$ cat src/verilog/nn_defines.svh
`ifndef NN_DEFINES_SVH
`define NN_DEFINES_SVH

////////////////////
// Layer sizes
////////////////////

// Hidden layer input vector length
`define INPUT_LEN 16

// Hidden neurons, also the number of MAC lanes
`define HIDDEN_N 4

// Output neurons on the low MAC lanes, never more than HIDDEN_N
`define OUTPUT_N 3

// Entries in the operand FIFO
`define FIFO_DEPTH 4

////////////////////
// Datapath widths
////////////////////

`define OPERAND_W 16
`define ACCUM_W 32
`define ADDR_W 8

`endif
$ cat src/verilog/nnMathPkg.sv
`default_nettype none

`include "nn_defines.svh"

package nnMathPkg;

	// Input element or weight
	typedef logic signed [`OPERAND_W-1:0] operandWord;

	// Running sum of one neuron, wraps at 2^32
	typedef logic signed [`ACCUM_W-1:0] accumWord;

	// Layer of a pass
	typedef enum logic {
		LAYER_HIDDEN = 1'b0,
		LAYER_OUTPUT = 1'b1
	} layerSel;

	// Sequencer states
	typedef enum logic {
		FETCH_IDLE = 1'b0,
		FETCH_RUN = 1'b1
	} fetchState;

endpackage

`default_nettype wire

$ cat src/verilog/operandFifo.sv
`default_nettype none

`include "nn_defines.svh"

module operandFifo (
	input  bit                    CLOCK1_50,
	input  bit                    resetHidden,
	input  logic                  beatValid,
	output logic                  beatReady,
	input  nnMathPkg::operandWord beatInput,
	input  nnMathPkg::operandWord beatWeights [`HIDDEN_N],
	input  nnMathPkg::layerSel    beatLayer,
	input  logic                  beatLast,
	output logic                  macValid,
	input  logic                  macReady,
	output nnMathPkg::operandWord macInput,
	output nnMathPkg::operandWord macWeights [`HIDDEN_N],
	output nnMathPkg::layerSel    macLayer,
	output logic                  macLast
);
	import nnMathPkg::*;

	localparam int PtrW = $clog2(`FIFO_DEPTH);
	localparam int CountW = $clog2(`FIFO_DEPTH + 1);

	operandWord inputStore [`FIFO_DEPTH];
	operandWord weightStore [`FIFO_DEPTH][`HIDDEN_N];
	layerSel layerStore [`FIFO_DEPTH];
	logic lastStore [`FIFO_DEPTH];

	logic [PtrW-1:0] wrPtr;
	logic [PtrW-1:0] rdPtr;
	logic [CountW-1:0] count;
	logic full;
	logic empty;
	logic push;
	logic pop;

	assign full = count == CountW'(`FIFO_DEPTH);
	assign empty = count == '0;
	assign beatReady = !full;
	assign macValid = !empty;
	assign push = beatValid && beatReady;
	assign pop = macValid && macReady;

	// Whole beats
	always_ff @(posedge CLOCK1_50) begin
		if (push) begin
			inputStore[wrPtr] <= beatInput;
			weightStore[wrPtr] <= beatWeights;
			layerStore[wrPtr] <= beatLayer;
			lastStore[wrPtr] <= beatLast;
		end
	end

	always_ff @(posedge CLOCK1_50) begin
		if (resetHidden) begin
			wrPtr <= '0;
			rdPtr <= '0;
			count <= '0;
		end else begin
			if (push)
				wrPtr <= wrPtr + PtrW'(1);
			if (pop)
				rdPtr <= rdPtr + PtrW'(1);
			case ({push, pop})
				2'b10: count <= count + CountW'(1);
				2'b01: count <= count - CountW'(1);
				default: ;
			endcase
		end
	end

	assign macInput = inputStore[rdPtr];
	assign macWeights = weightStore[rdPtr];
	assign macLayer = layerStore[rdPtr];
	assign macLast = lastStore[rdPtr];

	// Full FIFO has the write pointer back on the oldest beat
	assert property (@(posedge CLOCK1_50) disable iff (resetHidden)
		full |-> wrPtr == rdPtr);

	// Empty FIFO has both pointers on the next free slot
	assert property (@(posedge CLOCK1_50) disable iff (resetHidden)
		empty |-> wrPtr == rdPtr);

endmodule

`default_nettype wire

$ cat config.mk
export PLATFORM = sky130hd
export DESIGN_NAME = operandFifo
export DESIGN_NICKNAME = d
export VERILOG_FILES = /design/src/verilog/nnMathPkg.sv /design/src/verilog/operandFifo.sv
export VERILOG_INCLUDE_DIRS = /design/src /design/src/verilog
export SDC_FILE = /design/constraint.sdc
export NUM_CORES = 1
export LEC_CHECK = 0
export ABC_AREA = 1
export BUFFER_PORTS_ARGS = -buffer_cell sky130_fd_sc_hd__buf_2
export CAP_MARGIN = 20
export CORE_MARGIN = 2
export CORE_UTILIZATION = 60
export DETAILED_ROUTE_END_ITERATION = 8
export PLACE_DENSITY = 0.9
export SETUP_SLACK_MARGIN = 0.4
export SLEW_MARGIN = 10
export SYNTH_ARGS = -nofsm -noshare
export SYNTH_HDL_FRONTEND = slang
export SYNTH_SLANG_ARGS = --single-unit
$ cat constraint.sdc
create_clock -name CLOCK1_50 -period 10.45 [get_ports CLOCK1_50]
set_clock_uncertainty 0.2 [all_clocks]
set_input_delay 2.09 -clock CLOCK1_50 [delete_from_list [all_inputs] [get_ports CLOCK1_50]]
set_output_delay 2.09 -clock CLOCK1_50 [all_outputs]
set_load 0.02 [all_outputs]
==> run metrics <==
FP Rows=53; Static Leak=slightly above 5 nW; top_reg_cell synth=edfxtp_1; die area=between 20000 and 25000 sq um; clock period minus worst slack=approximately 5.6 ns; RSZ-0062 raised after global routing=false; Final Hold Fails=0; Finished Layout Cells=~1300; r2r startpoint=count[1]$_SDFFE_PP0P_; Post-synth EDFFs=between 300 and 400; post-CTS setup buffers=0; register bit total from synthesis=about 340; Fin Hold WS=~0.3 ns; Overflow after GRT=0; Pwr per Cell Area=248 nW/um^2; Peak Freq=between 150 and 200 MHz; antenna-violating nets left=0; CP Max Fanout=98; run status=completed; GPL Wtd Cong=about 0.74; final setup TNS=0 ns; drt drc=0; drt first pass iters=5; Post-Layout Inst Area=approximately 15000 sq um; clock root cell=clkbuf_16; CTS tree=done; global-route wire length before repair=38.6 mm; initial antenna violation count=3; final number of setup-violating endpoints=0; worst-skew pair later-pin latency=roughly 0.50 ns; filler cell count=roughly 1300; core area=21000 sq um; DRT iter0 DRCs=between 600 and 700; Sink Count=337; CTS Buf Count=34; initial core utilization=approximately three fifths; clk slew on worst S/H paths=around 0.060 ns; sequential area share after synthesis=78.8%; WP data required=8.16 ns; unique cell type count in the Yosys netlist=23; VDD IR max=between 0.15 and 0.2 mV; placed insts=between 1000 and 1500; largest net degree at the start of global routing=99; Final Max Slew Viols=0; min-delay worst type=flop to flop; # port buffers=169; pre-CTS setup slack=roughly 5.4 ns; Final period util=a little over half; R2R depth=5; I/O pins=170; Critical Path AT=3.26 ns; Worst-Margin Slew=1.13 ns; syn avg cell area=about 15 sq um; syn_nets=between 900 and 1000; Avg WL per Cell=roughly 19 um; critical path class=flop to primary output; Hold Path Cell Cnt=2; Die X=150 um; Placement Cell Area=between 10000 and 15000 sq um; hold path endpoint=wrPtr[0]$_SDFFE_PP0P_; HP Start=wrPtr[0]$_SDFFE_PP0P_; post-synthesis cell count=approximately 860; type of element launching the critical path=flop; CTS hold repair buffers=0; final worst slack=between 4 and 5 ns; FFs w/ async S/R, synth=0%; htree depth=2; r2r endpoint=layerStore[1]$_DFFE_PP_; Resized cells post-CTS=0; routed via count=approximately 7700; area grow syn2layout=15.8%; most common cell after layout, fill and taps aside=edfxtp_1; gr usage total=between 20% and 30%; routed wire length=around 25 mm; Max-slew headroom=24.5%; commonest cells after routing, fill and taps aside=328 x edfxtp_1, 169 x buf_2, 168 x nor2_1, 86 x o21ai_0, 80 x o22ai_1; hpwl dp=about 14 mm; CTS Buffer Depth=3; Ys Warns=0; vias in the first global route=roughly 7700; share of post-route cells with drive strength above 1=roughly 24%; DR vias/cell=between 5 and 6; Mapped Area=12700 sq um; reg2reg setup slack=7.79 ns; Die Y=about 150 um; CP Capture Type=primary output; max_cap viols=0; Final #Nets=between 1000 and 1500
==> critical path, stage by stage (launching register included) <==
cell	delay, ns
dfxtp_4	0.56
inv_6	0.55
buf_4	0.87
nor2_1	0.13
o22ai_1	0.22
buf_2	0.20
==> state kept, by name, indices dropped and copies added (netlist names), named ones only <==
register     flops
weightStore    256
inputStore      64
lastStore        4
layerStore       4
count            3
rdPtr            2
wrPtr            2
==> layout make-up <==
type	instances	area (sq um)	share of cell area [%]
inverter	18	73.8	0.501
timing repair buffer	179	953	6.47
tap	275	344	2.33
clock inverter	13	63.8	0.433
clock buffer	45	966	6.55
sequential	337	10000	68.0
multi-input combinational	453	2300	15.6
antenna	3	7.51	0.0509
==> routing by layer <==
metal	track usage (%)	part of all wire, %	vias up
met5	0	0	-
met4	7.31	2.0	0
met3	5.67	7.1	44
met2	38.5	51	290
met1	28.0	40	3761
li1	-	-	3569
==> logic make-up after synthesis <==
family | Yosys count | share of synthesized area (%)
AO/OA/AOI/OAI | 253 | 11.4
adder cells (fa/ha/maj) | 6 | 0.648
AND/OR/NAND/NOR | 194 | 5.83
buffers and inverters | 71 | 3.39
flip-flops | 337 | 78.8
==> report_power, final <==
part | internal, mW | switching (mW)
Clock | 0.648 | 0.459
Sequential | 1.61 | 0.0560
Combinational | 0.260 | 0.628
Total | 2.52 | 1.14
==> through the flow <==
| stage | power, mW | utilization [%] |
|---|---|---|
| floorplan | 2.32 | - |
| global placement | 2.55 | 65.2 |
| detailed placement | 2.58 | 65.3 |
| CTS | 3.68 | 70.2 |
| global route | 3.82 | 70.4 |
| finish | 3.66 | 70.4 |
==> how the worst max path moves through the flow <==
stage / startpoint / end / slack, ns / cells after the start
2_1_floorplan: beatValid / inputStore[0][0]$_DFFE_PP_ / 4.11 / 2
6_report: flop / macWeights[44] / 4.90 / 5
4_1_cts: flop / macWeights[0] / 4.93 / 5
3_5_place_dp: flop / macInput[9] / 5.44 / 5
3_3_place_gp: flop / macInput[6] / 5.57 / 5
5_1_grt: flop / macInput[9] / 4.71 / 5
==> synthesized netlist by cell type (7+ instances only) <==
cell type / number / area (sq um)
edfxtp_1: 328 / 9850
buf_2: 18 / 90.1
o21ai_1: 62 / 310
o21ai_0: 86 / 430
inv_1: 16 / 60.1
dfxtp_1: 9 / 180
o21ai_2: 18 / 158
o22ai_1: 80 / 500
buf_4: 7 / 52.6
nor2_1: 172 / 646
buf_6: 13 / 146
nand2_1: 14 / 52.6
clkbuf_1: 14 / 52.6
(Power assumes the default switching activity.)
