==> config.mk <==
export PLATFORM = sky130hd
export DESIGN_NAME = macArray
export DESIGN_NICKNAME = d
export VERILOG_FILES = /design/src/verilog/nnMathPkg.sv /design/src/verilog/macArray.sv
export VERILOG_INCLUDE_DIRS = /design/src /design/src/verilog
export SDC_FILE = /design/constraint.sdc
export NUM_CORES = 2
export LEC_CHECK = 0
export BUFFER_PORTS_ARGS = -buffer_cell sky130_fd_sc_hd__buf_2
export CELL_PAD_IN_SITES_DETAIL_PLACEMENT = 1
export CELL_PAD_IN_SITES_GLOBAL_PLACEMENT = 1
export CORE_AREA = 8 8 344 346
export DETAILED_ROUTE_END_ITERATION = 6
export DIE_AREA = 0 0 352 354
export GPL_TIMING_DRIVEN = 0
export PLACE_DENSITY_LB_ADDON = 0.15
export RECOVER_POWER = 25
export SLEW_MARGIN = 40
export SYNTH_ARGS = -nofsm -noshare
export SYNTH_HDL_FRONTEND = slang
export SYNTH_SLANG_ARGS = --single-unit
==> constraint.sdc <==
create_clock -name CLOCK1_50 -period 8.7 [get_ports CLOCK1_50]
set_input_delay 1.74 -clock CLOCK1_50 [delete_from_list [all_inputs] [get_ports CLOCK1_50]]
set_output_delay 1.74 -clock CLOCK1_50 [all_outputs]
set_load 0.005 [all_outputs]
==> src/verilog/nn_defines.svh <==
`ifndef NN_DEFINES_SVH
`define NN_DEFINES_SVH

////////////////////
// Layer sizes
////////////////////

// Hidden layer input vector length
`define INPUT_LEN 16

// Hidden neurons, also the number of MAC lanes
`define HIDDEN_N 4

// Output neurons on the low MAC lanes, never more than HIDDEN_N
`define OUTPUT_N 3

// Entries in the operand FIFO
`define FIFO_DEPTH 4

////////////////////
// Datapath widths
////////////////////

`define OPERAND_W 16
`define ACCUM_W 32
`define ADDR_W 8

`endif
==> src/verilog/nnMathPkg.sv <==
`default_nettype none

`include "nn_defines.svh"

package nnMathPkg;

	// Input element or weight
	typedef logic signed [`OPERAND_W-1:0] operandWord;

	// Running sum of one neuron, wraps at 2^32
	typedef logic signed [`ACCUM_W-1:0] accumWord;

	// Layer of a pass
	typedef enum logic {
		LAYER_HIDDEN = 1'b0,
		LAYER_OUTPUT = 1'b1
	} layerSel;

	// Sequencer states
	typedef enum logic {
		FETCH_IDLE = 1'b0,
		FETCH_RUN = 1'b1
	} fetchState;

endpackage

`default_nettype wire

==> src/verilog/macArray.sv <==
`default_nettype none

`include "nn_defines.svh"

module macArray (
	input  bit                    CLOCK1_50,
	input  bit                    resetHidden,
	input  logic                  hiddenClear,
	input  logic                  outputClear,
	input  logic                  macValid,
	output logic                  macReady,
	input  nnMathPkg::operandWord macInput,
	input  nnMathPkg::operandWord macWeights [`HIDDEN_N],
	input  nnMathPkg::layerSel    macLayer,
	input  logic                  macLast,
	output nnMathPkg::accumWord   hiddenResults [`HIDDEN_N],
	output nnMathPkg::accumWord   outputResults [`OUTPUT_N],
	output logic                  hiddenDone,
	output logic                  outputDone
);
	import nnMathPkg::*;

	accumWord accum [`HIDDEN_N];
	accumWord laneSum [`HIDDEN_N];
	logic signed [2*`OPERAND_W-1:0] product [`HIDDEN_N];
	logic accept;
	// High for the cycle after a last beat
	logic drain;
	logic passActive;
	layerSel passLayer;

	assign macReady = !drain;
	assign accept = macValid && macReady;

	// Signed product, sign-extended into the sum
	for (genvar n = 0; n < `HIDDEN_N; n++) begin : gLane
		assign product[n] = (2*`OPERAND_W)'(macInput) * (2*`OPERAND_W)'(macWeights[n]);
		assign laneSum[n] = accum[n] + accumWord'(product[n]);
	end

	always_ff @(posedge CLOCK1_50) begin
		for (int n = 0; n < `HIDDEN_N; n++) begin
			if (resetHidden || drain)
				accum[n] <= '0;
			else if (accept)
				accum[n] <= laneSum[n];
		end
	end

	////////////////////
	// Results and done flags
	////////////////////

	always_ff @(posedge CLOCK1_50) begin
		if (resetHidden) begin
			drain <= 1'b0;
			hiddenDone <= 1'b0;
			outputDone <= 1'b0;
			for (int n = 0; n < `HIDDEN_N; n++)
				hiddenResults[n] <= '0;
			for (int n = 0; n < `OUTPUT_N; n++)
				outputResults[n] <= '0;
		end else begin
			drain <= accept && macLast;
			if (accept && macLast) begin
				if (macLayer == LAYER_HIDDEN) begin
					for (int n = 0; n < `HIDDEN_N; n++)
						hiddenResults[n] <= laneSum[n];
					hiddenDone <= 1'b1;
				end else begin
					// Upper lanes carry zero weights in this layer
					for (int n = 0; n < `OUTPUT_N; n++)
						outputResults[n] <= laneSum[n];
					outputDone <= 1'b1;
				end
			end
			if (hiddenClear) begin
				for (int n = 0; n < `HIDDEN_N; n++)
					hiddenResults[n] <= '0;
				hiddenDone <= 1'b0;
			end
			if (outputClear) begin
				for (int n = 0; n < `OUTPUT_N; n++)
					outputResults[n] <= '0;
				outputDone <= 1'b0;
			end
		end
	end

	// Layer of the pass in flight
	always_ff @(posedge CLOCK1_50) begin
		if (resetHidden) begin
			passActive <= 1'b0;
			passLayer <= LAYER_HIDDEN;
		end else if (accept) begin
			passActive <= !macLast;
			passLayer <= macLayer;
		end
	end

	assert property (@(posedge CLOCK1_50) disable iff (resetHidden)
		macValid && passActive |-> macLayer == passLayer);

endmodule

`default_nettype wire

==> qor.csv <==
stage,metric,value,unit
worst_setup_path,crit_buf_inv,6,
worst_setup_path,cp_num_cells,21,
cts,cts_tree,done,
finish,n_fill_cell,13080,
timing,maxSlewViolCount,130,
die,coreArea,0.1131,mm2
cts,cts_root_buf,clkbuf_16,
synthesis,netlist_instances,6020,
timing,achievable-frequency,115.0,MHz
cts,cts_sinks,355,
worst_setup_path,cp_slowest_cell,o31ai_1,
finish,drive_gt1_share,8.802,%
route,drt_iter0_drc,3570,
timing,fin_crit_sh,99.97,%
worst_setup_path,critical-path-top-delay-family,adder cells,
cts,h-tree-depth,2,
global_route,grt_pass1_vias,50220,
die,start_util,49.58,%
worst_setup_path,cp_data_required_time,9.11,ns
cts,cts_inserted_buffers,47,
global_route,grt_max_degree,37,
route,drt_drc_violations_left,0,
worst_setup_path,crit_fanout,10,
route,drt-pass1-iter-count,5,
route,viasPerCell,5.626,
worst_setup_path,cpPeakStageDelay,0.88,ns
global_route,grt.overflow.total,0,
die,die_h,354,um
synthesis,syn-num-nets,7667,
synthesis,synthesis.area,0.05608,mm2
placement,gp_congestion,0.9678,
synthesis,synth_edf_count,128,
worst_setup_path,start_kind,input port,
timing,setup_viol_count_final,0,
worst_setup_path,rrSetupSlack,2.28,ns
route,wl_per_cell,28.08,um
worst_setup_path,reg2reg_to,accum[0][0]$_SDFFCE_PN0P_,
placement,dp_hpwl,184500,um
global_route,grt_antenna_before_repair,63,
outcome,violations,"capacitance limit, slew limit",
timing,hold_viol_final,0,
worst_setup_path,critPathCaptureType,flip-flop,
finish,nNetsFinal,8038,
timing,tns,0,ns
cts,clk_pin_slew,0.06,ns
die,num_io_pins,314,
worst_setup_path,reg2regPathDepth,4,
worst_setup_path,cp.arrival,9.11,ns
synthesis,avgSynthCellArea,9.315,um2
finish,area_growth,10.50,%
die,dieArea,0.1246,mm2
worst_setup_path,worst-setup-path-type,input port to flip-flop,
route,ant_nets,0,
worst_setup_path,crit_top_cell,fa_1,
worst_setup_path,cp-endpoint,accum[3][23]$_SDFFCE_PN0P_,
synthesis,ys_ff_latch,355,
worst_setup_path,reg2reg_from,drain$_SDFF_PP0_,
synthesis,seq_area_frac_synth,14.96,%
timing,max_slew_margin,-59.63,%
global_route,gr-usage-all-layers,36.03,%
die,row_count,124,
finish,mostFrequentLayoutCells,"1349 x inv_1, 1163 x fa_1, 817 x nand2_1",
worst_setup_path,startpoint,macInput[13],
timing,rsz0062_at_grt,no,
cts,cts.path.max_buffers,3,
outcome,status,"complete, but fails checks",
timing,timing_worst_slew_pin_value,2.394,ns
route,num_vias,44970,
die,die_x,352,um
synthesis,ys_warn_count,0,
run,drv_cap,4,
timing,period_needed,8.697,ns
route,routed_wirelength,224400,um
global_route,grt_pass1_wl,330000,um
hold_path,hold_class,flip-flop to flip-flop,
worst_setup_path,crit_chain,clkdlybuf4s15_1 -> clkbuf_2 -> and2_1 -> fa_1 -> inv_1 -> fa_1 -> inv_1 -> fa_1 -> inv_1 -> fa_1 -> fa_1 -> fa_1 -> inv_1 -> ha_1 -> nand2_1 -> o31ai_1 -> a21oi_1 -> o31ai_1 -> a21oi_1 -> xnor2_1 -> nor2_1,
synthesis,yosysUniqueCellTypes,76,
synthesis,synthFlopType,dfxtp_1,
synthesis,async_flop_share,0,%
placement,io_buffers,297,
timing,final.setup_skew,0.04936,ns
finish,final_common_cell,inv_1,
cts,clock_latency,0.70,ns
## area by class of cell
type,count,area (um2),area share [%]
antenna,50,125.1,0.2019
buffer,271,1269,2.047
clock buffer,66,1350,2.179
clock inverter,22,216.5,0.3493
inverter,1354,5090,8.214
multi-input combinational,4039,41750,67.37
sequential,355,8388,13.54
tap,1512,1892,3.053
timing repair buffer,323,1888,3.047
## worst min path at each step
stage	from	to	slack (ns)	cells past startpoint
global placement	hiddenResults[11]$_SDFFE_PP0P_	hiddenResults[11]$_SDFFE_PP0P_	0.44	2
finish	hiddenResults[8]$_SDFFE_PP0P_	hiddenResults[8]$_SDFFE_PP0P_	0.45	2
global route	hiddenResults[3]$_SDFFE_PP0P_	hiddenResults[3]$_SDFFE_PP0P_	0.47	2
floorplan	hiddenResults[0]$_SDFFE_PP0P_	hiddenResults[0]$_SDFFE_PP0P_	0.45	2
detailed placement	outputResults[71]$_SDFFE_PP0P_	outputResults[71]$_SDFFE_PP0P_	0.45	2
CTS	outputResults[71]$_SDFFE_PP0P_	outputResults[71]$_SDFFE_PP0P_	0.45	2
## per-stage QoR
stage	setup WS, ns	std cells	hold slack (ns)	cell area [um2]	util [%]
after floorplan	0.5817	6020	0.4527	56080	-
after global placement	-2.260	7829	0.4400	59450	52.57
after detailed placement	-1.050	7851	0.4451	60180	53.21
after CTS	0.01170	7940	0.4534	61800	54.64
after global routing	0.005353	7957	0.4679	61880	54.71
final	0.002768	7992	0.4506	61960	54.79
## Yosys cell counts (6+ instances only)
cell,number,share of area [%]
and3_1,16,0.18
a21oi_1,241,2.2
or2_2,10,0.11
buf_1,9,0.060
nor4_1,6,0.067
nor2_1,197,1.3
a211oi_1,27,0.36
inv_1,1353,9.1
clkbuf_1,253,1.7
o21a_1,28,0.37
nand2_1,818,5.5
ha_1,392,8.7
nand3_1,66,0.59
edfxtp_1,128,6.9
o211ai_1,16,0.21
nand2b_1,34,0.38
nor2b_1,11,0.12
xnor2_1,113,1.8
o21ai_0,78,0.70
mux2i_1,7,0.12
fa_1,1168,42
a31oi_1,19,0.21
o21ai_1,9,0.080
or4_1,7,0.094
and4_1,6,0.094
a21o_1,35,0.47
dfxtp_1,227,8.1
nand4_1,10,0.11
and2_1,564,6.3
nor3_1,28,0.25
nand3b_1,6,0.080
xor2_1,40,0.62
o21bai_1,11,0.15
or3_1,12,0.13
## cells by family (layout without fill, tap and decap cells)
logic type	count (synthesis)	in the layout	synth area share [%]
buffers and inverters	1626	2036	11.00
flip-flops	355	355	14.96
XOR/XNOR	153	153	2.390
AO/OA/AOI/OAI	521	521	5.681
adder cells (fa/ha/maj)	1560	1560	50.45
AND/OR/NAND/NOR	1798	1798	15.40
other	0	50	0
multiplexers	7	7	0.1250
## layer usage
metal,track usage [%],routed length [um]
met5,0,158
met4,20.59,15310
met3,11.95,25550
met2,55.77,99950
met1,44.19,83450
## flip-flops by register name (all words and copies together), names as in the netlist
register and count:
accum 128, hiddenResults 128, outputResults 96, drain 1, hiddenDone 1, outputDone 1
## worst reg2reg max path: cells and delay by family, from the launching register on
family / cells / cell delay, ns
flip-flops: 1 / 0.48
buffers and inverters: 3 / 5.12
AND/OR/NAND/NOR: 1 / 0.37
## what timing repair did
item                                    in CTS  in global routing
resized for setup                           12                 45
hold buffers                                 0                  0
setup buffers                                1                  3
pin swaps                                    2                  2
endpoints found under the setup margin      22                 48
Power is left out: the tool's default activity adds up to more than one toggle a clock period on the data nets, which glitch-free logic cannot reach.
