<file path="src/verilog/nn_defines.svh">
`ifndef NN_DEFINES_SVH
`define NN_DEFINES_SVH

////////////////////
// Layer sizes
////////////////////

// Hidden layer input vector length
`define INPUT_LEN 16

// Hidden neurons, also the number of MAC lanes
`define HIDDEN_N 4

// Output neurons on the low MAC lanes, never more than HIDDEN_N
`define OUTPUT_N 3

// Entries in the operand FIFO
`define FIFO_DEPTH 4

////////////////////
// Datapath widths
////////////////////

`define OPERAND_W 16
`define ACCUM_W 32
`define ADDR_W 8

`endif
</file>
<file path="src/verilog/nnMathPkg.sv">
`default_nettype none

`include "nn_defines.svh"

package nnMathPkg;

	// Input element or weight
	typedef logic signed [`OPERAND_W-1:0] operandWord;

	// Running sum of one neuron, wraps at 2^32
	typedef logic signed [`ACCUM_W-1:0] accumWord;

	// Layer of a pass
	typedef enum logic {
		LAYER_HIDDEN = 1'b0,
		LAYER_OUTPUT = 1'b1
	} layerSel;

	// Sequencer states
	typedef enum logic {
		FETCH_IDLE = 1'b0,
		FETCH_RUN = 1'b1
	} fetchState;

endpackage

`default_nettype wire

</file>
<file path="src/verilog/nnBusPkg.sv">
`default_nettype none

`include "nn_defines.svh"

package nnBusPkg;

	// Register picked by a host access
	typedef enum logic [2:0] {
		SEL_INPUT = 3'd0,
		SEL_HIDDEN_WEIGHT = 3'd1,
		SEL_OUTPUT_INPUT = 3'd2,
		SEL_OUTPUT_WEIGHT = 3'd3,
		SEL_HIDDEN_RESULT = 3'd4,
		SEL_OUTPUT_RESULT = 3'd5,
		SEL_STATUS = 3'd6
	} regSelect;

	// Element index inside a vector
	typedef logic [`ADDR_W-1:0] busAddr;

	// Weight row of one neuron
	typedef logic [1:0] neuronIndex;

	// Bus data word
	typedef logic [`ACCUM_W-1:0] busWord;

	// Status readback with the done flags in the low bits
	typedef struct packed {
		logic [`ACCUM_W-3:0] reserved;
		logic outputDone;
		logic hiddenDone;
	} statusWord;

endpackage

`default_nettype wire

</file>
<file path="src/verilog/operandFetch.sv">
`default_nettype none

`include "nn_defines.svh"

module operandFetch (
	input  bit                    CLOCK1_50,
	input  bit                    resetHidden,
	input  logic                  hiddenStart,
	input  logic                  outputStart,
	output nnMathPkg::layerSel    fetchLayer,
	output nnBusPkg::busAddr      fetchIndex,
	input  nnMathPkg::operandWord fetchInput,
	input  nnMathPkg::operandWord fetchWeights [`HIDDEN_N],
	output logic                  beatValid,
	input  logic                  beatReady,
	output nnMathPkg::operandWord beatInput,
	output nnMathPkg::operandWord beatWeights [`HIDDEN_N],
	output nnMathPkg::layerSel    beatLayer,
	output logic                  beatLast
);
	import nnBusPkg::*;
	import nnMathPkg::*;

	fetchState state;
	layerSel activeLayer;
	busAddr index;
	busAddr lastIndex;
	logic transfer;

	assign lastIndex = (activeLayer == LAYER_HIDDEN) ?
		`ADDR_W'(`INPUT_LEN - 1) : `ADDR_W'(`HIDDEN_N - 1);
	assign transfer = beatValid && beatReady;

	////////////////////
	// Sequencer FSM
	////////////////////

	always_ff @(posedge CLOCK1_50) begin
		if (resetHidden) begin
			state <= FETCH_IDLE;
			activeLayer <= LAYER_HIDDEN;
			index <= '0;
		end else begin
			case (state)
				FETCH_IDLE: begin
					if (hiddenStart || outputStart) begin
						state <= FETCH_RUN;
						activeLayer <= hiddenStart ? LAYER_HIDDEN : LAYER_OUTPUT;
						index <= '0;
					end
				end
				// Starts during a pass are dropped here
				FETCH_RUN: begin
					if (transfer) begin
						index <= index + busAddr'(1);
						if (beatLast)
							state <= FETCH_IDLE;
					end
				end
				default: state <= FETCH_IDLE;
			endcase
		end
	end

	// Beat comes straight from the memories at the current index
	assign fetchLayer = activeLayer;
	assign fetchIndex = index;
	assign beatValid = state == FETCH_RUN;
	assign beatInput = fetchInput;
	assign beatWeights = fetchWeights;
	assign beatLayer = activeLayer;
	assign beatLast = index == lastIndex;

	// Stalled beat holds, so the memories must not move under it
	assert property (@(posedge CLOCK1_50) disable iff (resetHidden)
		beatValid && !beatReady |=> beatValid && $stable(beatInput) &&
			$stable(beatLayer) && $stable(beatLast));

endmodule

`default_nettype wire

</file>
<file path="config.mk">
export PLATFORM = sky130hd
export DESIGN_NAME = operandFetch
export DESIGN_NICKNAME = d
export VERILOG_FILES = /design/src/verilog/nnMathPkg.sv /design/src/verilog/nnBusPkg.sv /design/src/verilog/operandFetch.sv
export VERILOG_INCLUDE_DIRS = /design/src /design/src/verilog
export SDC_FILE = /design/constraint.sdc
export NUM_CORES = 1
export LEC_CHECK = 0
export BUFFER_PORTS_ARGS = -buffer_cell sky130_fd_sc_hd__clkbuf_2
export CORE_AREA = 2 2 69 71
export DETAILED_ROUTE_END_ITERATION = 10
export DIE_AREA = 0 0 71 73
export PLACE_DENSITY = 0.73
export SETUP_SLACK_MARGIN = 0.3
export SLEW_MARGIN = 20
export SYNTH_ARGS = -nofsm -noshare
export SYNTH_HDL_FRONTEND = slang
export SYNTH_SLANG_ARGS = --single-unit
</file>
<file path="constraint.sdc">
create_clock -name CLOCK1_50 -period 1.8 [get_ports CLOCK1_50]
set_input_delay 0.09 -clock CLOCK1_50 [delete_from_list [all_inputs] [get_ports CLOCK1_50]]
set_output_delay 0.09 -clock CLOCK1_50 [all_outputs]
set_load 0.005 [all_outputs]
</file>
==> impl_metrics.csv, run 1 <==
group,metric,value,unit
synthesis,synth_ff_type,"dfxtp_1",
clock_network,clk_pin_slew,50,ps
placement,gp_congestion,0.7200,
clock_network,cts_resized,0,
synthesis,synth.avg_cell_area,8.083,um^2
timing,finalClockSkew,3.003,ps
die,coreArea,4536,um^2
critical_path,critPathMaxFanout,9,
die,rows,25,
global_route,grt_usage,0.08081,
synthesis,synth_edf_count,0,
synthesis,synth-seq-area-share,0.1808,
power_and_ir_drop,powerDensity,750.2,nW/um^2
finish,num_antenna_cells,0,
route,wl_per_cell,16.52,um
synthesis,muxShareOfSynthArea,0,
route,drc,0,
critical_path,crit_path_start,"beatValid",
critical_path,r2r_cells,3,
global_route,globalRouteOverflowTotal,0,
timing,hold_violations,0,
critical_path,arrival,1570,ps
timing,period_share,0.7761,
die,die_x,71,um
global_route,antenna_found_initial,0,
clock_network,tritoncts,"built",
die,start_util,0.2441,
synthesis,synthesis.nets,223,
run_status,status,"completed",
finish,drive_gt1_frac,0.3562,
die,die_h,73,um
synthesis,syn_inst,137,
min_path,holdPathStages,2,
power_and_ir_drop,ir_drop,0.3173,mV
timing,rsz0062_at_grt,"false",
synthesis,synth_area_leaders,"buf_4 55%, dfxtp_1 18%, a21oi_1 3.2%, nand3_1 2.3%, o211ai_1 2.0%",
synthesis,syn_area,1107,um^2
critical_path,crit_type,"register to register",
global_route,grt_max_degree,11,
route,drtIter0Drc,9,
global_route,grt_pass1_vias,556,
finish,utilization,0.1498,
critical_path,end_kind,"register",
die,die-area,5183,um^2
synthesis,synth_top_area_cell,"buf_4",
timing,worst_pin_slew,404.5,ps
timing,whs,75.55,ps
synthesis,synth_top_family_by_area,"buffers and inverters",
synthesis,synth_compound_area_frac,0.1153,
placement,dp_hpwl,1.580,mm
timing,slew_violations,0,
critical_path,worstSetupStartpointType,"register",
synthesis,yosysWarningCount,0,
timing,setup_violations,0,
route,firstDrtPassIters,2,
synthesis,synth_cell_types,29,
placement,portBuffers,16,
timing,tns,0,ps
route,postRouteAntennaNets,0,
clock_network,cts_buffers,3,
clock_network,htree_levels,1,
synthesis,synth-simple-area-share,0.1141,
synthesis,synth_top_area_frac,0.5492,
finish,syn_to_final_growth,-38.64,%
timing,max_freq,0.7159,GHz
die,io_pins,177,
power_and_ir_drop,p_leak,0.2706,nW
job,maxCapViolCount,0,
clock_network,postCtsHoldBufs,0,
critical_path,reg2reg_from,"beatValid",
timing,slew_headroom,0.7301,
route,via_per_inst,4.732,
synthesis,yosysMostFrequentCell,"buf_4",
global_route,grt_pass1_wl,3.049,mm
synthesis,async_flop_share,0,
synthesis,synthXorXnorAreaFrac,0.007910,
finish,nets,161,
clock_network,cts.path.max_buffers,2,
timing,fin_crit,1397,ps
clock_network,post_cts_buffers,0,
route,num_vias,601,
synthesis,synth_fa_ha_area_frac,0.01130,
clock_network,clock_latency,240,ps
clock_network,root_buffer,"clkbuf_8",
synthesis,synth_commonest_cells,"81 x buf_4, 10 x dfxtp_1, 7 x a21oi_1, 5 x nand3_1, 4 x inv_1",
min_path,min-delay-start,"hiddenStart",
synthesis,synth_seq_cells,10,
min_path,hp-class,"input pin to register",
critical_path,cp.required,1970,ps
route,drt-total-wl,2.098,mm
power_and_ir_drop,power,0.0005097,W
clock_network,clkSinkCount,10,
sequential cells by signal, indices dropped and copies added (netlist names):
name and cells:
fetchIndex 8, beatLayer 1, beatValid 1
through the flow:
step | cell area [um^2] | setup WS (ps) | cells
detailed placement | 638.1 | 425.3 | 124
global route | 679.4 | 305.9 | 127
global placement | 638.1 | 466.6 | 124
CTS | 679.4 | 414.9 | 127
finish | 679.4 | 403.1 | 127
floorplan | 1107 | 531.1 | 137
per-layer routing:
metal / GRT usage / vias to the layer above / routed length, um
li1: - / 257 / -
met1: 0.08486 / 255 / 776
met2: 0.08619 / 54 / 725
met3: 0.03867 / 35 / 272
met4: 0.1405 / 0 / 323
met5: 0 / - / 0
logic make-up after synthesis:
kind of cell    count (synthesis)
xor+xnor                        1
simple gates                   20
compound gates                 18
fa+ha+maj                       1
flops                          10
buf+inv                        87
worst max-delay path, stage by stage, from the launching register on:
cell and delay [ps]:
dfxtp_1 480, nand4_2 210, or4_1 500, a21oi_1 140
cell type report:
type / count / area [um^2]
fill: 505 / 3856
clock buffer: 3 / 41.29
inverter: 4 / 15.01
multi-input combinational: 40 / 275.3
timing repair buffer: 16 / 80.08
tap: 54 / 67.56
sequential: 10 / 200.2
final timing paths:
path / end / slack, ps
hold reg to reg: fetchIndex[1] / 520
setup / recovery: fetchIndex[7] / 400
setup reg to reg: fetchIndex[7] / 400
hold / removal: beatLayer / 80
power breakdown:
part | switching, W | total (W) | internal [W]
Combinational | 0.0000221 | 0.0000381 | 0.0000161
Sequential | 0.00000833 | 0.000235 | 0.000227
Clock | 0.0000898 | 0.000236 | 0.000147
layout by cell type (no fill, tap or decap), drive strengths merged, types with 2 or more instances in the layout:
| cell | count |
|---|---|
| clkbuf | 19 |
| dfxtp | 10 |
| a21oi | 7 |
| nand3 | 5 |
| inv | 4 |
| o211ai | 3 |
| or3 | 3 |
| nand2 | 2 |
| a311oi | 2 |
| nor3 | 2 |
| nand4 | 2 |
(Power assumes the default switching activity.)
==> inputs of run 2 (changes only) <==
--- a/config.mk
+++ b/config.mk
@@ -6,11 +6,12 @@
 export SDC_FILE = /design/constraint.sdc
 export NUM_CORES = 1
 export LEC_CHECK = 0
+export ABC_AREA = 1
 export BUFFER_PORTS_ARGS = -buffer_cell sky130_fd_sc_hd__clkbuf_2
-export CORE_AREA = 2 2 69 71
+export CORE_AREA = 2 2 68 70
 export DETAILED_ROUTE_END_ITERATION = 10
-export DIE_AREA = 0 0 71 73
-export PLACE_DENSITY = 0.73
+export DIE_AREA = 0 0 70 72
+export PLACE_DENSITY = 0.75
 export SETUP_SLACK_MARGIN = 0.3
 export SLEW_MARGIN = 20
 export SYNTH_ARGS = -nofsm -noshare
==> constraint.sdc (replaced) <==
create_clock -name CLOCK1_50 -period 1.4 [get_ports CLOCK1_50]
set_input_delay 0.07 -clock CLOCK1_50 [delete_from_list [all_inputs] [get_ports CLOCK1_50]]
set_output_delay 0.07 -clock CLOCK1_50 [all_outputs]
set_load 0.005 [all_outputs]
==> run 2 against run 1 <==
Compared with the run above: synthesized cell count increased by 16%; register-to-register slack got worse by 30 ps; count of clock-buffer cells in the layout unchanged; synthesized area increased by 3.2%; sequential power increased by 26%; sequential cell count unchanged; cell area increased by 26%; first-iteration DRC count increased to 7.6 times the previous value; clock power increased by 28%; combinational power increased by 93%; highest routed layer unchanged.
==> impl_metrics.csv, run 2 <==
group,metric,value,unit
die,rows,24,
synthesis,synth_top_area_frac,0.5323,
min_path,whs_endpoint,"beatLayer",
synthesis,synth_fa_ha_area_frac,0.01095,
finish,num-fill-cells,480,
finish,final_cell_mix,"17 x nand2_1, 15 x clkbuf_2, 11 x inv_1",
synthesis,synth-seq-area-share,0.1752,
min_path,holdPathStages,2,
timing,hold_violations,0,
die,coreArea,4264,um^2
finish,fin_cells,154,
critical_path,critical-path-slowest-cell,"dfxtp_4",
synthesis,synthesis.nets,245,
timing,worst_pin_slew,231.8,ps
timing,whs,60.62,ps
clock_network,cts.path.max_buffers,2,
critical_path,ff2ff_setup_slack,370,ps
die,die-area,5040,um^2
critical_path,cp_cell_sequence,"ha_4, nand3_4, nor2_4, buf_2",
finish,utilization,0.2013,
finish,largest_register_ffs,8,
synthesis,syn_inst,159,
finish,nets,190,
timing,fin_crit,1123,ps
synthesis,synth.avg_cell_area,7.185,um^2
synthesis,muxShareOfSynthArea,0,
synthesis,synthXorXnorAreaFrac,0,
synthesis,async_flop_share,0,
global_route,grt_use_met1,0.06324,
timing,finalClockSkew,0.8051,ps
timing,max_freq,0.8904,GHz
critical_path,cp.required,1330,ps
clock_network,root_buffer,"clkbuf_8",
global_route,globalRouteOverflowTotal,0,
finish,drive_gt1_frac,0.4608,
synthesis,syn_area,1142,um^2
min_path,min-delay-start,"hiddenStart",
route,drc,0,
critical_path,worstReg2RegEnd,"fetchIndex[6]",
clock_network,cts_buffers,3,
critical_path,arrival,1050,ps
die,start_util,0.2679,
synthesis,yosysMostFrequentCell,"buf_4",
critical_path,end_kind,"primary output",
synthesis,synth-simple-area-share,0.1544,
route,wl_per_cell,14.54,um
timing,rsz0062_at_grt,"true",
synthesis,synth_top_family_by_area,"buffers and inverters",
placement,dp_hpwl,1.630,mm
clock_network,clk_pin_slew,50,ps
finish,num_antenna_cells,0,
global_route,grt_max_degree,10,
synthesis,synth_top_area_cell,"buf_4",
die,io_pins,177,
finish,layout_commonest_cell,"nand2_1",
synthesis,synth_area_leaders,"buf_4 53%, dfxtp_1 18%, nand2_1 6.2%, inv_1 3.6%, a21oi_1 3.1%",
die,die_x,70,um
synthesis,yosysWarningCount,0,
min_path,hp-class,"input pin to register",
critical_path,critPathBufInv,1,
global_route,use_met3,0.07778,
timing,period_share,0.8022,
critical_path,crit_type,"register to primary output",
placement,portBuffers,16,
synthesis,synth_seq_cells,10,
synthesis,synth_cell_types,19,
power_and_ir_drop,powerDensity,781.7,nW/um^2
power_and_ir_drop,ir_drop,0.1757,mV
finish,syn_to_final_growth,-24.86,%
critical_path,worstSetupStartpointType,"register",
route,firstDrtPassIters,4,
synthesis,synth_edf_count,0,
timing,tns,0,ps
job,maxCapViolCount,0,
route,drtIter0Drc,68,
route,via_per_inst,4.474,
synthesis,synth_compound_area_frac,0.08434,
critical_path,critPathMaxFanout,4,
timing,slew_violations,0,
timing,setup_violations,0,
run_status,status,"completed",
critical_path,cpPeakStageDelay,350,ps
die,die_h,72,um
synthesis,synth_ff_type,"dfxtp_1",
power_and_ir_drop,power,0.0006710,W
placement,place_inst,146,
global_route,grt_use_met2,0.1175,
critical_path,r2r_cells,7,
global_route,grt_pass1_wl,3.222,mm
power_and_ir_drop,p_leak,0.3680,nW
clock_network,tritoncts,"built",
clock_network,clock_latency,240,ps
critical_path,reg2reg_from,"fetchIndex[1]",
clock_network,htree_levels,1,
global_route,grt_usage,0.08894,
route,postRouteAntennaNets,0,
global_route,grt.busiest_layer,"met4",
global_route,antenna_found_initial,0,
route,num_vias,689,
clock_network,clkSinkCount,10,
critical_path,path_delay_family,"flip-flops",
synthesis,synth_commonest_cells,"81 x buf_4, 19 x nand2_1, 11 x inv_1, 10 x dfxtp_1, 7 x a21oi_1",
timing,slew_headroom,0.8455,
global_route,grt_pass1_vias,650,
route,drt-total-wl,2.239,mm
placement,gp_congestion,0.7575,
## run 2: kinds of logic (layout without fill, tap and decap cells)
family                   Yosys count  count (layout)
buffers and inverters             94              37
AO/OA/AOI/OAI                     17              17
adder cells (fa/ha/maj)            1               1
flip-flops                        10              10
AND/OR/NAND/NOR                   37              37
## run 2: timing repair
item / 4_1_cts / 5_1_grt
pin swaps: 4 / 6
gates resized for setup: 19 / 15
setup endpoints to repair: 6 / 4
buffers inserted: 4 / 1
hold buffers: 0 / 0
## run 2: worst max-delay path by stage
stage / from / endpoint / slack [ps] / cells after the start
after floorplan: fetchIndex[0] / fetchIndex[6] / 310 / 7
after CTS: fetchIndex[2] / beatLast / 260 / 4
final: fetchIndex[1] / beatLast / 280 / 4
after detailed placement: fetchIndex[0] / fetchIndex[6] / 230 / 7
after global placement: fetchIndex[1] / fetchIndex[6] / 280 / 7
after global routing: fetchIndex[1] / beatLast / 220 / 4
## run 2: cell type report
cell class | instances | area [um^2] | area share
clock buffer | 3 | 41.29 | 0.04810
inverter | 13 | 51.30 | 0.05977
multi-input combinational | 55 | 360.3 | 0.4198
sequential | 10 | 219.0 | 0.2551
tap | 52 | 65.06 | 0.07580
timing repair buffer | 21 | 121.4 | 0.1414
## run 2: metal layers
metal	vias to the layer above	share of wire
met2	60	0.40
met5	-	0
met3	39	0.18
met4	0	0.12
li1	306	-
met1	284	0.30
## run 2: power by group
part | internal [W] | total [W] | switching [W] | leakage [nW]
Combinational | 0.0000291 | 0.0000736 | 0.0000445 | 0.260
Sequential | 0.000287 | 0.000296 | 0.00000894 | 0.0860
Clock | 0.000188 | 0.000301 | 0.000113 | 0.0216
## run 2: through the flow
step                instance area, um^2  worst slack [ps]
floorplan                          1142             309.5
global placement                  679.4             281.7
detailed placement                679.4             230.3
CTS                               794.5             258.4
global route                      858.3             221.3
finish                            858.3             276.9
